File: src/ldqPkg.sv
package ldqPkg;

  localparam int ENTRY_COUNT  = 8;
  localparam int INIT_CYCLES  = 16;
  localparam int STALL_LEVEL  = 6;
  localparam int THREAD_COUNT = 2;

  typedef logic [31:0] lineAddrT;
  typedef logic [31:0] bankMaskT;
  typedef logic [9:0] instIdT;
  typedef logic [3:0] countT;
  typedef logic [ENTRY_COUNT-1:0] entryMaskT;
  typedef logic [$clog2(INIT_CYCLES)-1:0] initCntT;

  // load allocation, one per cycle
  typedef struct packed {
    logic     valid;
    lineAddrT lineAddr;
    bankMaskT banks;
    instIdT   instId;
    logic     thread;
  } allocReqT;

  // store check against all live loads
  typedef struct packed {
    logic     valid;
    lineAddrT lineAddr;
    bankMaskT banks;
  } chkReqT;

  typedef struct packed {
    logic   valid;
    instIdT instId;
  } freeReqT;

  typedef enum logic {
    INIT,
    RUN
  } initStateT;

endpackage

File: src/ldqInitFsm.sv
`timescale 1ns/1ps

module ldqInitFsm (
  input  logic clk,
  input  logic rst,
  output logic ready
);
  import ldqPkg::*;

  initStateT state;
  initCntT   initCnt;

  always_ff @(posedge clk) begin
    if (rst) begin
      state   <= INIT;
      initCnt <= '0;
    end else if (state == INIT) begin
      initCnt <= initCnt + initCntT'(1);
      // last init cycle, queue opens on the next one
      if (initCnt == initCntT'(INIT_CYCLES - 1)) begin
        state <= RUN;
      end
    end
  end

  assign ready = (state == RUN);

  // once open the queue stays open until the next reset
  readyStays: assert property (
    @(posedge clk) disable iff (rst) ready |=> ready
  );

endmodule

File: src/ldqOccupancy.sv
`timescale 1ns/1ps

module ldqOccupancy (
  input  logic clk,
  input  logic rst,
  input  logic allocGo,
  input  logic allocThread,
  input  logic freeHitNow,
  input  logic freeThread,
  input  logic except,
  input  logic exceptThread,
  output logic doStall
);
  import ldqPkg::*;

  countT cnt [THREAD_COUNT];
  logic [THREAD_COUNT-1:0] incVec;
  logic [THREAD_COUNT-1:0] decVec;
  logic [THREAD_COUNT-1:0] clrVec;
  logic [$bits(countT):0] total;

  always_comb begin
    for (int t = 0; t < THREAD_COUNT; t++) begin
      incVec[t] = allocGo && (allocThread == 1'(t));
      decVec[t] = freeHitNow && (freeThread == 1'(t));
      clrVec[t] = except && (exceptThread == 1'(t));
    end
  end

  always_ff @(posedge clk) begin
    if (rst) begin
      for (int t = 0; t < THREAD_COUNT; t++) begin
        cnt[t] <= '0;
      end
    end else begin
      for (int t = 0; t < THREAD_COUNT; t++) begin
        // flush wins over a free of the same thread
        if (clrVec[t]) begin
          cnt[t] <= '0;
        end else begin
          cnt[t] <= cnt[t] + countT'(incVec[t]) - countT'(decVec[t]);
        end
      end
    end
  end

  assign total   = cnt[0] + cnt[1];
  assign doStall = (total >= STALL_LEVEL);

  // stall level below entry count keeps the array from overflowing
  totalBounded: assert property (
    @(posedge clk) disable iff (rst) total <= ENTRY_COUNT
  );

endmodule

File: src/ldqEntry.sv
`timescale 1ns/1ps

module ldqEntry (
  input  logic             clk,
  input  logic             rst,
  input  logic             allocWe,
  input  ldqPkg::allocReqT alloc,
  input  ldqPkg::chkReqT   chk,
  input  ldqPkg::freeReqT  free,
  input  logic             except,
  input  logic             exceptThread,
  output logic             busy,
  output logic             freeMatch,
  output logic             conflict,
  output logic             thread
);
  import ldqPkg::*;

  lineAddrT lineAddr;
  bankMaskT banks;
  instIdT   instId;
  logic     chkHit;
  logic     flushed;

  // load payload, only meaningful while busy
  always_ff @(posedge clk) begin
    if (allocWe) begin
      lineAddr <= alloc.lineAddr;
      banks    <= alloc.banks;
      instId   <= alloc.instId;
      thread   <= alloc.thread;
    end
  end

  // same line and at least one shared bank
  assign chkHit = busy && chk.valid && (chk.lineAddr == lineAddr) &&
                  ((chk.banks & banks) != '0);

  assign freeMatch = busy && free.valid && (free.instId == instId);
  assign flushed   = busy && except && (thread == exceptThread);

  always_ff @(posedge clk) begin
    if (rst) begin
      busy     <= 1'b0;
      conflict <= 1'b0;
    end else if (allocWe) begin
      busy     <= 1'b1;
      conflict <= 1'b0;
    end else if (flushed || freeMatch) begin
      busy <= 1'b0;
    end else if (chkHit) begin
      conflict <= 1'b1;
    end
  end

  // array must only pick an idle entry
  noAllocOverBusy: assert property (
    @(posedge clk) disable iff (rst) allocWe |-> !busy
  );

endmodule

File: src/ldqArray.sv
`timescale 1ns/1ps

module ldqArray (
  input  logic             clk,
  input  logic             rst,
  input  logic             allocGo,
  input  ldqPkg::allocReqT alloc,
  input  ldqPkg::chkReqT   chk,
  input  ldqPkg::freeReqT  free,
  input  logic             except,
  input  logic             exceptThread,
  output logic             freeHitNow,
  output logic             freeConflNow,
  output logic             freeThread
);
  import ldqPkg::*;

  entryMaskT busyVec;
  entryMaskT matchVec;
  entryMaskT conflVec;
  entryMaskT threadVec;
  entryMaskT idleVec;
  entryMaskT allocSel;

  // lowest idle entry, all zero when the array is full
  assign idleVec  = ~busyVec;
  assign allocSel = idleVec & (~idleVec + entryMaskT'(1));

  for (genvar i = 0; i < ENTRY_COUNT; i++) begin : entryGen
    ldqEntry entry (
      .clk          (clk),
      .rst          (rst),
      .allocWe      (allocGo && allocSel[i]),
      .alloc        (alloc),
      .chk          (chk),
      .free         (free),
      .except       (except),
      .exceptThread (exceptThread),
      .busy         (busyVec[i]),
      .freeMatch    (matchVec[i]),
      .conflict     (conflVec[i]),
      .thread       (threadVec[i])
    );
  end

  assign freeHitNow   = |matchVec;
  assign freeConflNow = |(matchVec & conflVec);
  assign freeThread   = |(matchVec & threadVec);

  // ids are unique among live loads
  singleFreeMatch: assert property (
    @(posedge clk) disable iff (rst) $onehot0(matchVec)
  );

endmodule

File: src/ldq.sv
`timescale 1ns/1ps

module ldq (
  input  logic             clk,
  input  logic             rst,
  input  ldqPkg::allocReqT alloc,
  input  ldqPkg::chkReqT   chk,
  input  ldqPkg::freeReqT  free,
  input  logic             except,
  input  logic             exceptThread,
  output logic             ready,
  output logic             doStall,
  output logic             freeDone,
  output logic             freeHit,
  output logic             freeConfl
);
  import ldqPkg::*;

  logic     allocGo;
  chkReqT   chkGated;
  freeReqT  freeGated;
  logic     freeHitNow;
  logic     freeConflNow;
  logic     freeThread;

  ldqInitFsm initFsm (
    .clk   (clk),
    .rst   (rst),
    .ready (ready)
  );

  // requests are dead while init runs
  always_comb begin
    chkGated        = chk;
    chkGated.valid  = chk.valid && ready;
    freeGated       = free;
    freeGated.valid = free.valid && ready;
  end

  // an alloc racing a flush is dropped
  assign allocGo = alloc.valid && ready && !doStall && !except;

  ldqOccupancy occupancy (
    .clk          (clk),
    .rst          (rst),
    .allocGo      (allocGo),
    .allocThread  (alloc.thread),
    .freeHitNow   (freeHitNow),
    .freeThread   (freeThread),
    .except       (except),
    .exceptThread (exceptThread),
    .doStall      (doStall)
  );

  ldqArray array (
    .clk          (clk),
    .rst          (rst),
    .allocGo      (allocGo),
    .alloc        (alloc),
    .chk          (chkGated),
    .free         (freeGated),
    .except       (except),
    .exceptThread (exceptThread),
    .freeHitNow   (freeHitNow),
    .freeConflNow (freeConflNow),
    .freeThread   (freeThread)
  );

  // free response, one cycle after the request
  always_ff @(posedge clk) begin
    if (rst) begin
      freeDone  <= 1'b0;
      freeHit   <= 1'b0;
      freeConfl <= 1'b0;
    end else begin
      freeDone  <= freeGated.valid;
      freeHit   <= freeHitNow;
      freeConfl <= freeConflNow;
    end
  end

endmodule

File: config.mk
export PLATFORM = sky130hd
export DESIGN_NAME = ldq
export DESIGN_NICKNAME = d
export VERILOG_FILES = /design/src/ldqPkg.sv /design/src/ldqInitFsm.sv /design/src/ldqOccupancy.sv /design/src/ldqEntry.sv /design/src/ldqArray.sv /design/src/ldq.sv
export SDC_FILE = /design/constraint.sdc
export NUM_CORES = 1
export LEC_CHECK = 0
export BUFFER_PORTS_ARGS = -buffer_cell sky130_fd_sc_hd__buf_2
export CAP_MARGIN = 5
export CELL_PAD_IN_SITES_DETAIL_PLACEMENT = 0
export CELL_PAD_IN_SITES_GLOBAL_PLACEMENT = 1
export CORE_ASPECT_RATIO = 0.6
export CORE_MARGIN = 3
export CORE_UTILIZATION = 54
export CTS_BUF_LIST = sky130_fd_sc_hd__clkbuf_4 sky130_fd_sc_hd__clkbuf_8
export CTS_CLUSTER_SIZE = 24
export DETAILED_ROUTE_END_ITERATION = 16
export PLACE_DENSITY = 0.85
export SETUP_SLACK_MARGIN = 0.1
export SYNTH_ARGS = -nofsm -noshare
export SYNTH_HDL_FRONTEND = slang
export SYNTH_SLANG_ARGS = --single-unit
export TNS_END_PERCENT = 5
File: constraint.sdc
create_clock -name clk -period 7.84 [get_ports clk]
set_input_delay 0.784 -clock clk [delete_from_list [all_inputs] [get_ports clk]]
set_output_delay 0.784 -clock clk [all_outputs]
set_load 0.03 [all_outputs]
==> flow_metrics.py, run 1 <==
metrics = {
    "routing": {
        "drt_first_pass_iters": 5,
        "drcViolationCount": 0,
        "via_per_inst": 5.73,
        "antenna_left": 0,
        "drt_iter0_drc": 1686,
        "num_vias": 13800,
        "wl_um": 58900,
        "wl_per_cell_um": 24.5,
    },
    "setup_path": {
        "crit_required_ns": 8.11,
        "worstReg2RegStart": "occupancy.cnt[1][0]$_SDFFCE_PN0P_",
        "crit_path_start_kind": "flip-flop",
        "path_max_fanout": 66,
        "rrSetupSlack_ns": 3.53,
        "timing.critical_path.to_type": "flip-flop",
        "path_class": "flip-flop to flip-flop",
        "arrival_ns": 4.58,
        "r2r-end": "array.entryGen[5].entry.banks[9]$_DFFE_PP_",
        "r2r_cells": 7,
    },
    "clocking": {
        "cts-root-buf": "clkbuf_8",
        "post_cts_buffers": 0,
        "clkSlewWorstSetupHoldPaths_ns": 0.06,
        "clockBufferDepth": 3,
        "clock_sinks": 632,
        "cts_tree": "done",
        "holdBufCountCts": 0,
        "post_cts_resized": 0,
        "htree_levels": 3,
        "numCtsBuffers": 91,
        "clock_latency_ns": 0.66,
    },
    "sta": {
        "finalCritPeriodShare_pct": 55.0,
        "max-slew-margin-rel_pct": 22.4,
        "fin_skew_ns": 0.0178,
        "rsz0062_at_grt": "no",
        "finalMaxSlewViolations": 0,
        "fmax_mhz": 232,
        "worst_slew_pin_slew_ns": 1.16,
        "finalHoldViolCount": 0,
        "layout_setup_ws_ns": 3.53,
        "fin_setup_tns_ns": 0,
        "period_minus_slack_ns": 4.31,
        "finalSetupViolCount": 0,
    },
    "power": {
        "powerDensity_nw_per_um2": 235,
        "power_w": 0.00669,
        "ir_worst_vdd_v": 0.000168,
        "leakage_nw": 9.25,
    },
    "logic_synthesis": {
        "synth_cell_types": 49,
        "ys_seq_elements": 632,
        "synth_top_area_cell": "edfxtp_1",
        "synth_top_area_share_pct": 72.5,
        "synth_cells": 1524,
        "yosysMostFrequentCell": "edfxtp_1",
        "avgSynthCellArea_sq_um": 16.5,
        "synth_edf_count": 608,
        "synth_ff_type": "edfxtp_1",
        "seq_area_frac_synth_pct": 74.4,
        "synth_area_leaders": "edfxtp_1 (72%), xnor2_1 (8.6%), a22oi_1 (3.9%), xor2_1 (3.7%), nand4_1 (2.3%)",
        "yosys-top-cells-count": "edfxtp_1 (608), xnor2_1 (247), a22oi_1 (131), xor2_1 (106), nand4_1 (92)",
        "ys_warn_count": 0,
        "syn_area_sq_um": 25200,
        "ys_async_sr_fraction_pct": 0,
    },
    "floorplan": {
        "die_x_um": 285,
        "core_sq_um": 45400,
        "die_y_um": 173,
        "rows": 60,
        "initial_utilization_pct": 55.5,
        "die_area_sq_um": 49400,
        "ioPinCount": 161,
    },
    "flow_run": {
        "cap_violations": 0,
    },
    "place": {
        "hpwl_um": 38800,
        "dp.cells": 2238,
        "gp_congestion": 0.796,
        "pre_cts_ws_ns": 3.50,
        "io_buffers": 160,
    },
    "layout": {
        "final_nets": 1883,
        "multi_input_area_sq_um": 6070,
        "area.growth.synth_to_final_pct": 12.8,
        "drive_above_1_share_pct": 18.8,
        "seq_area_sq_um": 18700,
        "layout.cells.non_filler": 2410,
        "nFillCells": 3264,
        "post-route-util_pct": 62.6,
    },
    "status": {
        "status": "complete, no violations",
    },
    "grt": {
        "grt_max_degree": 78,
        "overflow": 0,
        "track_usage_pct": 24.0,
        "grt_pass1_wl_um": 87900,
        "grt_pass1_vias": 13700,
        "antenna_found_initial": 6,
    },
    "min_path": {
        "min_to": "array.entryGen[6].entry.banks[7]$_DFFE_PP_",
        "min_path_cells": 1,
        "holdCritPathClass": "input port to flip-flop",
        "hp-start": "alloc[18]",
    },
}
==> logic make-up (layout without fill, tap and decap cells) <==
family                     count (synthesis)  in the layout  synth area share, %
DFF                                      632            632                 74.4
xor gates and xnor gates                 353            353                 12.3
and+or+nand+nor                          251            251                 5.92
AOI/OAI and AO/OA                        164            164                 4.80
buffers and inverters                    106            362                 1.66
adders and majority gates                 16             16                0.884
other                                      1             11               0.0149
muxes                                      1              1               0.0397
==> report_power, final <==
part	internal (W)	leakage [nW]	total, W	switching (W)
clock network	0.00142	0.986	0.00267	0.00125
registers	0.00370	5.67	0.00371	0.00000455
logic	0.000111	2.59	0.000316	0.000205
total	0.00523	9.25	0.00669	0.00146
==> registers in the layout, indices dropped and copies added, names as in the netlist <==
signal,count
array.entryGen.entry.conflict,8
freeDone,1
initFsm.initCnt,4
initFsm.ready,1
array.entryGen.entry.lineAddr,256
array.entryGen.entry.thread,8
occupancy.cnt,8
array.entryGen.entry.busy,8
array.entryGen.entry.instId,80
freeHit,1
array.entryGen.entry.banks,256
freeConfl,1
==> through the flow <==
step / hold WS, ns / cell area, sq um
2_1_floorplan: 0.432 / 25200
3_3_place_gp: 0.441 / 26500
3_5_place_dp: 0.453 / 26500
4_1_cts: 0.357 / 28400
5_1_grt: 0.369 / 28400
6_report: 0.397 / 28400
==> per-layer routing <==
metal	share of wire, %	up-vias	track usage, %
li1	-	6208	-
met1	45	6887	37.1
met2	44	645	34.0
met3	9.9	77	6.87
met4	1.5	4	5.33
met5	0.036	-	0
==> worst max-delay path by stage <==
stage                                                       end  depth (start not counted)  slack (ns)                         startpoint
finish               array.entryGen[5].entry.banks[9]$_DFFE_PP_                          7        3.53  occupancy.cnt[1][0]$_SDFFCE_PN0P_
global route         array.entryGen[5].entry.banks[7]$_DFFE_PP_                          7        3.32  occupancy.cnt[1][0]$_SDFFCE_PN0P_
CTS                  array.entryGen[5].entry.banks[7]$_DFFE_PP_                          7        3.49  occupancy.cnt[1][0]$_SDFFCE_PN0P_
detailed placement  array.entryGen[5].entry.banks[15]$_DFFE_PP_                          7        3.50  occupancy.cnt[1][0]$_SDFFCE_PN0P_
global placement    array.entryGen[5].entry.banks[22]$_DFFE_PP_                          7        3.61  occupancy.cnt[1][0]$_SDFFCE_PN0P_
floorplan            array.entryGen[0].entry.banks[0]$_DFFE_PP_                          7        1.87  occupancy.cnt[1][0]$_SDFFCE_PN0P_
==> area by class of cell <==
| cell class | count | share of cell area, % |
|---|---|---|
| timing repair buffer | 168 | 3.03 |
| tap | 620 | 2.73 |
| inverter | 25 | 0.343 |
| multi-input combinational | 793 | 21.4 |
| clock buffer | 127 | 5.47 |
| clock inverter | 42 | 1.09 |
| antenna | 3 | 0.0264 |
| sequential | 632 | 66.0 |
==> placed cells by master (no fill, tap or decap), drive strengths merged, types with 2 or more instances in the layout <==
master	count
edfxtp	608
xnor2	247
buf	168
a22oi	131
clkbuf	127
xor2	106
nand4	92
nor4	45
clkinv	35
nand2	28
dfxtp	24
nand3	23
nor2	23
inv	23
a21oi	14
ha	13
nor3	13
conb	8
nand4b	5
clkinvlp	5
and3	4
o21a	4
bufinv	4
or3	4
diode	3
and4	3
a21o	3
and2	3
fa	3
o21ai	2
o2111ai	2
or4	2
a32oi	2
a31oi	2
==> critical path: stages, from the launching register on <==
cell,delay (ns)
edfxtp_1,0.39
ha_1,0.24
fa_1,0.48
a211oi_2,0.20
o2111ai_1,0.18
or3_1,0.66
nor4b_4,0.83
buf_4,0.90
Note: power is estimated with default switching activity, not from simulation.
==> run 2: changes to the inputs <==
--- a/config.mk
+++ b/config.mk
@@ -11,11 +11,11 @@
 export CELL_PAD_IN_SITES_GLOBAL_PLACEMENT = 1
 export CORE_ASPECT_RATIO = 0.6
 export CORE_MARGIN = 3
-export CORE_UTILIZATION = 54
+export CORE_UTILIZATION = 48
 export CTS_BUF_LIST = sky130_fd_sc_hd__clkbuf_4 sky130_fd_sc_hd__clkbuf_8
 export CTS_CLUSTER_SIZE = 24
 export DETAILED_ROUTE_END_ITERATION = 16
-export PLACE_DENSITY = 0.85
+export PLACE_DENSITY = 0.8
 export SETUP_SLACK_MARGIN = 0.1
 export SYNTH_ARGS = -nofsm -noshare
 export SYNTH_HDL_FRONTEND = slang
==> constraint.sdc (replaced) <==
create_clock -name clk -period 3.5 [get_ports clk]
set_input_delay 0.35 -clock clk [delete_from_list [all_inputs] [get_ports clk]]
set_output_delay 0.35 -clock clk [all_outputs]
set_load 0.03 [all_outputs]
==> flow_metrics.py, run 2 (synthesis gave the netlist of run 1 again) <==
metrics = {
    "routing": {
        "drt_iter0_drc": 1368,
        "drcViolationCount": 0,
        "antenna_left": 0,
        "via_per_inst": 5.52,
        "num_vias": 14200,
        "drt_first_pass_iters": 5,
        "wl_per_cell_um": 23.4,
        "wl_um": 60400,
    },
    "grt": {
        "track_usage_pct": 22.0,
        "antenna_found_initial": 10,
        "grt_pass1_vias": 14300,
        "grt_pass1_wl_um": 90100,
        "overflow": 0,
        "grt_max_degree": 68,
    },
    "layout": {
        "post-route-util_pct": 57.2,
        "layout_commonest_cell": "edfxtp_1",
        "drive_above_1_share_pct": 18.8,
        "reg_top3": "array.entryGen.entry.banks x256, array.entryGen.entry.lineAddr x256, array.entryGen.entry.instId x80",
        "layout_common_cells": "edfxtp_1 (608), xnor2_1 (247), buf_2 (160)",
        "layout.cells.non_filler": 2576,
        "finalInstanceArea_sq_um": 29400,
        "final_nets": 1976,
        "area.growth.synth_to_final_pct": 16.9,
        "nFillCells": 4020,
    },
    "floorplan": {
        "rows": 64,
        "core_sq_um": 51400,
        "initial_utilization_pct": 49.0,
        "die_x_um": 302,
        "die_area_sq_um": 55300,
        "die_y_um": 183,
        "ioPinCount": 161,
    },
    "power": {
        "power_frac_comb_pct": 5.2,
        "switchingPower_w": 0.00326,
        "p_seq_share_pct": 56.6,
        "clkPwrFrac_pct": 38.2,
        "switching_share_pct": 22.2,
        "leakage_nw": 9.62,
        "ir_worst_vdd_v": 0.000286,
        "internal-power_w": 0.0114,
        "powerDensity_nw_per_um2": 499,
    },
    "sta": {
        "period_minus_slack_ns": 3.25,
        "finalCritPeriodShare_pct": 92.9,
        "rsz0062_at_grt": "no",
        "fin_skew_ns": 0.0300,
        "worst_slew_pin_slew_ns": 0.712,
        "fin_setup_tns_ns": 0,
        "max-slew-margin-rel_pct": 52.1,
        "finalSetupViolCount": 0,
        "finalMaxSlewViolations": 0,
        "fmax_mhz": 307,
        "finalHoldViolCount": 0,
    },
    "clocking": {
        "clock_latency_ns": 0.65,
        "cts-root-buf": "clkbuf_8",
        "clock_sinks": 632,
        "numCtsBuffers": 91,
        "cts_tree": "done",
        "clockBufferDepth": 3,
        "clkSlewWorstSetupHoldPaths_ns": 0.07,
        "post_cts_resized": 0,
        "htree_levels": 3,
    },
    "status": {
        "status": "complete, no violations",
    },
    "setup_path": {
        "arrival_ns": 3.56,
        "crit_chain": "ha_2 > fa_1 > a211oi_2 > o2111ai_4 > or3_4 > nor4b_4 > buf_12",
        "path_max_fanout": 45,
        "path_class": "flip-flop to flip-flop",
        "crit_required_ns": 3.81,
        "cp_slowest_cell": "nor4b_4",
        "crit_path_start_kind": "flip-flop",
        "max_stage_delay_ns": 0.53,
        "timing.critical_path.to_type": "flip-flop",
    },
    "place": {
        "gp_congestion": 0.862,
        "dp.cells": 2338,
        "hpwl_um": 40400,
        "placed_area_sq_um": 27000,
        "io_buffers": 160,
    },
    "flow_run": {
        "cap_violations": 0,
    },
    "min_path": {
        "holdCritPathClass": "input port to flip-flop",
    },
}
-- run 2: changes by cell type in the layout (fill, tap and decap cells not counted), moves of 3 or more --
cell	change
clkbuf_8	-3
buf_12	+15
clkinv_2	-7
bufinv_16	-4
clkinv_1	+13
dlygate4sd3_1	+64
buf_4	+14
-- run 2: worst paths after layout --
check                                                                    from  depth (start not counted)  slack (ns)                                        endpoint
worst max-delay path                        occupancy.cnt[1][0]$_SDFFCE_PN0P_                          7        0.25  array.entryGen[5].entry.lineAddr[23]$_DFFE_PP_
worst min-delay path                                                alloc[25]                          1        0.05     array.entryGen[0].entry.banks[14]$_DFFE_PP_
worst max register to register              occupancy.cnt[1][0]$_SDFFCE_PN0P_                          7        0.25  array.entryGen[5].entry.lineAddr[23]$_DFFE_PP_
worst min register to register  array.entryGen[3].entry.conflict$_SDFFE_PP0P_                          2        0.46   array.entryGen[3].entry.conflict$_SDFFE_PP0P_
-- run 2: final cells by class --
class | instances | area (sq um) | share of cell area, %
multi-input cells | 793 | 6090 | 20.7
repair buffers | 261 | 1910 | 6.48
well taps | 693 | 867 | 2.95
flip-flops and latches | 632 | 18700 | 63.7
diodes | 4 | 10.0 | 0.0340
inverters | 25 | 97.6 | 0.332
clock inverters | 43 | 196 | 0.667
clock buffers | 125 | 1520 | 5.17
-- run 2: worst max-delay path, delay by kind of cell (launching register included) --
kind / cells / cell delay, ns
buffers and inverters: 1 / 0.31
AOI/OAI and AO/OA: 2 / 0.42
adders and majority gates: 2 / 0.68
DFF: 1 / 0.41
and+or+nand+nor: 2 / 0.99
-- run 2: through the flow --
| step | setup WS [ns] | hold WS [ns] | power [W] |
|---|---|---|---|
| detailed placement | 0.123 | 0.452 | 0.00917 |
| floorplan | -1.57 | 0.419 | 0.00887 |
| finish | 0.248 | 0.0510 | 0.0147 |
| global route | 0.121 | 0.0131 | 0.0152 |
| CTS | 0.148 | 0.000611 | 0.0148 |
| global placement | 0.133 | 0.456 | 0.00915 |
-- run 2: what timing repair did --
| item | in CTS | in global routing |
|---|---|---|
| setup buffers | 0 | 2 |
| hold buffers | 64 | 0 |
| setup endpoints to repair | 0 | 41 |
| endpoints found under the hold margin | 488 | 0 |
-- run 2: power by group through the flow --
stage | Clock [W] | Combinational, W | Sequential [W]
final | 0.00560 | 0.000770 | 0.00830
after global routing | 0.00605 | 0.000843 | 0.00830
after CTS | 0.00571 | 0.000772 | 0.00830
after detailed placement | 0 | 0.000710 | 0.00846
after global placement | 0 | 0.000689 | 0.00846
after floorplan | 0 | 0.000405 | 0.00846
-- run 2: layer usage --
| layer | vias up | GRT usage, % | share of wire [%] |
|---|---|---|---|
| li1 | 6408 | - | - |
| met1 | 7141 | 33.0 | 45 |
| met2 | 576 | 32.0 | 44 |
| met3 | 95 | 5.77 | 8.9 |
| met4 | 4 | 5.56 | 1.7 |
| met5 | - | 0 | 0.036 |
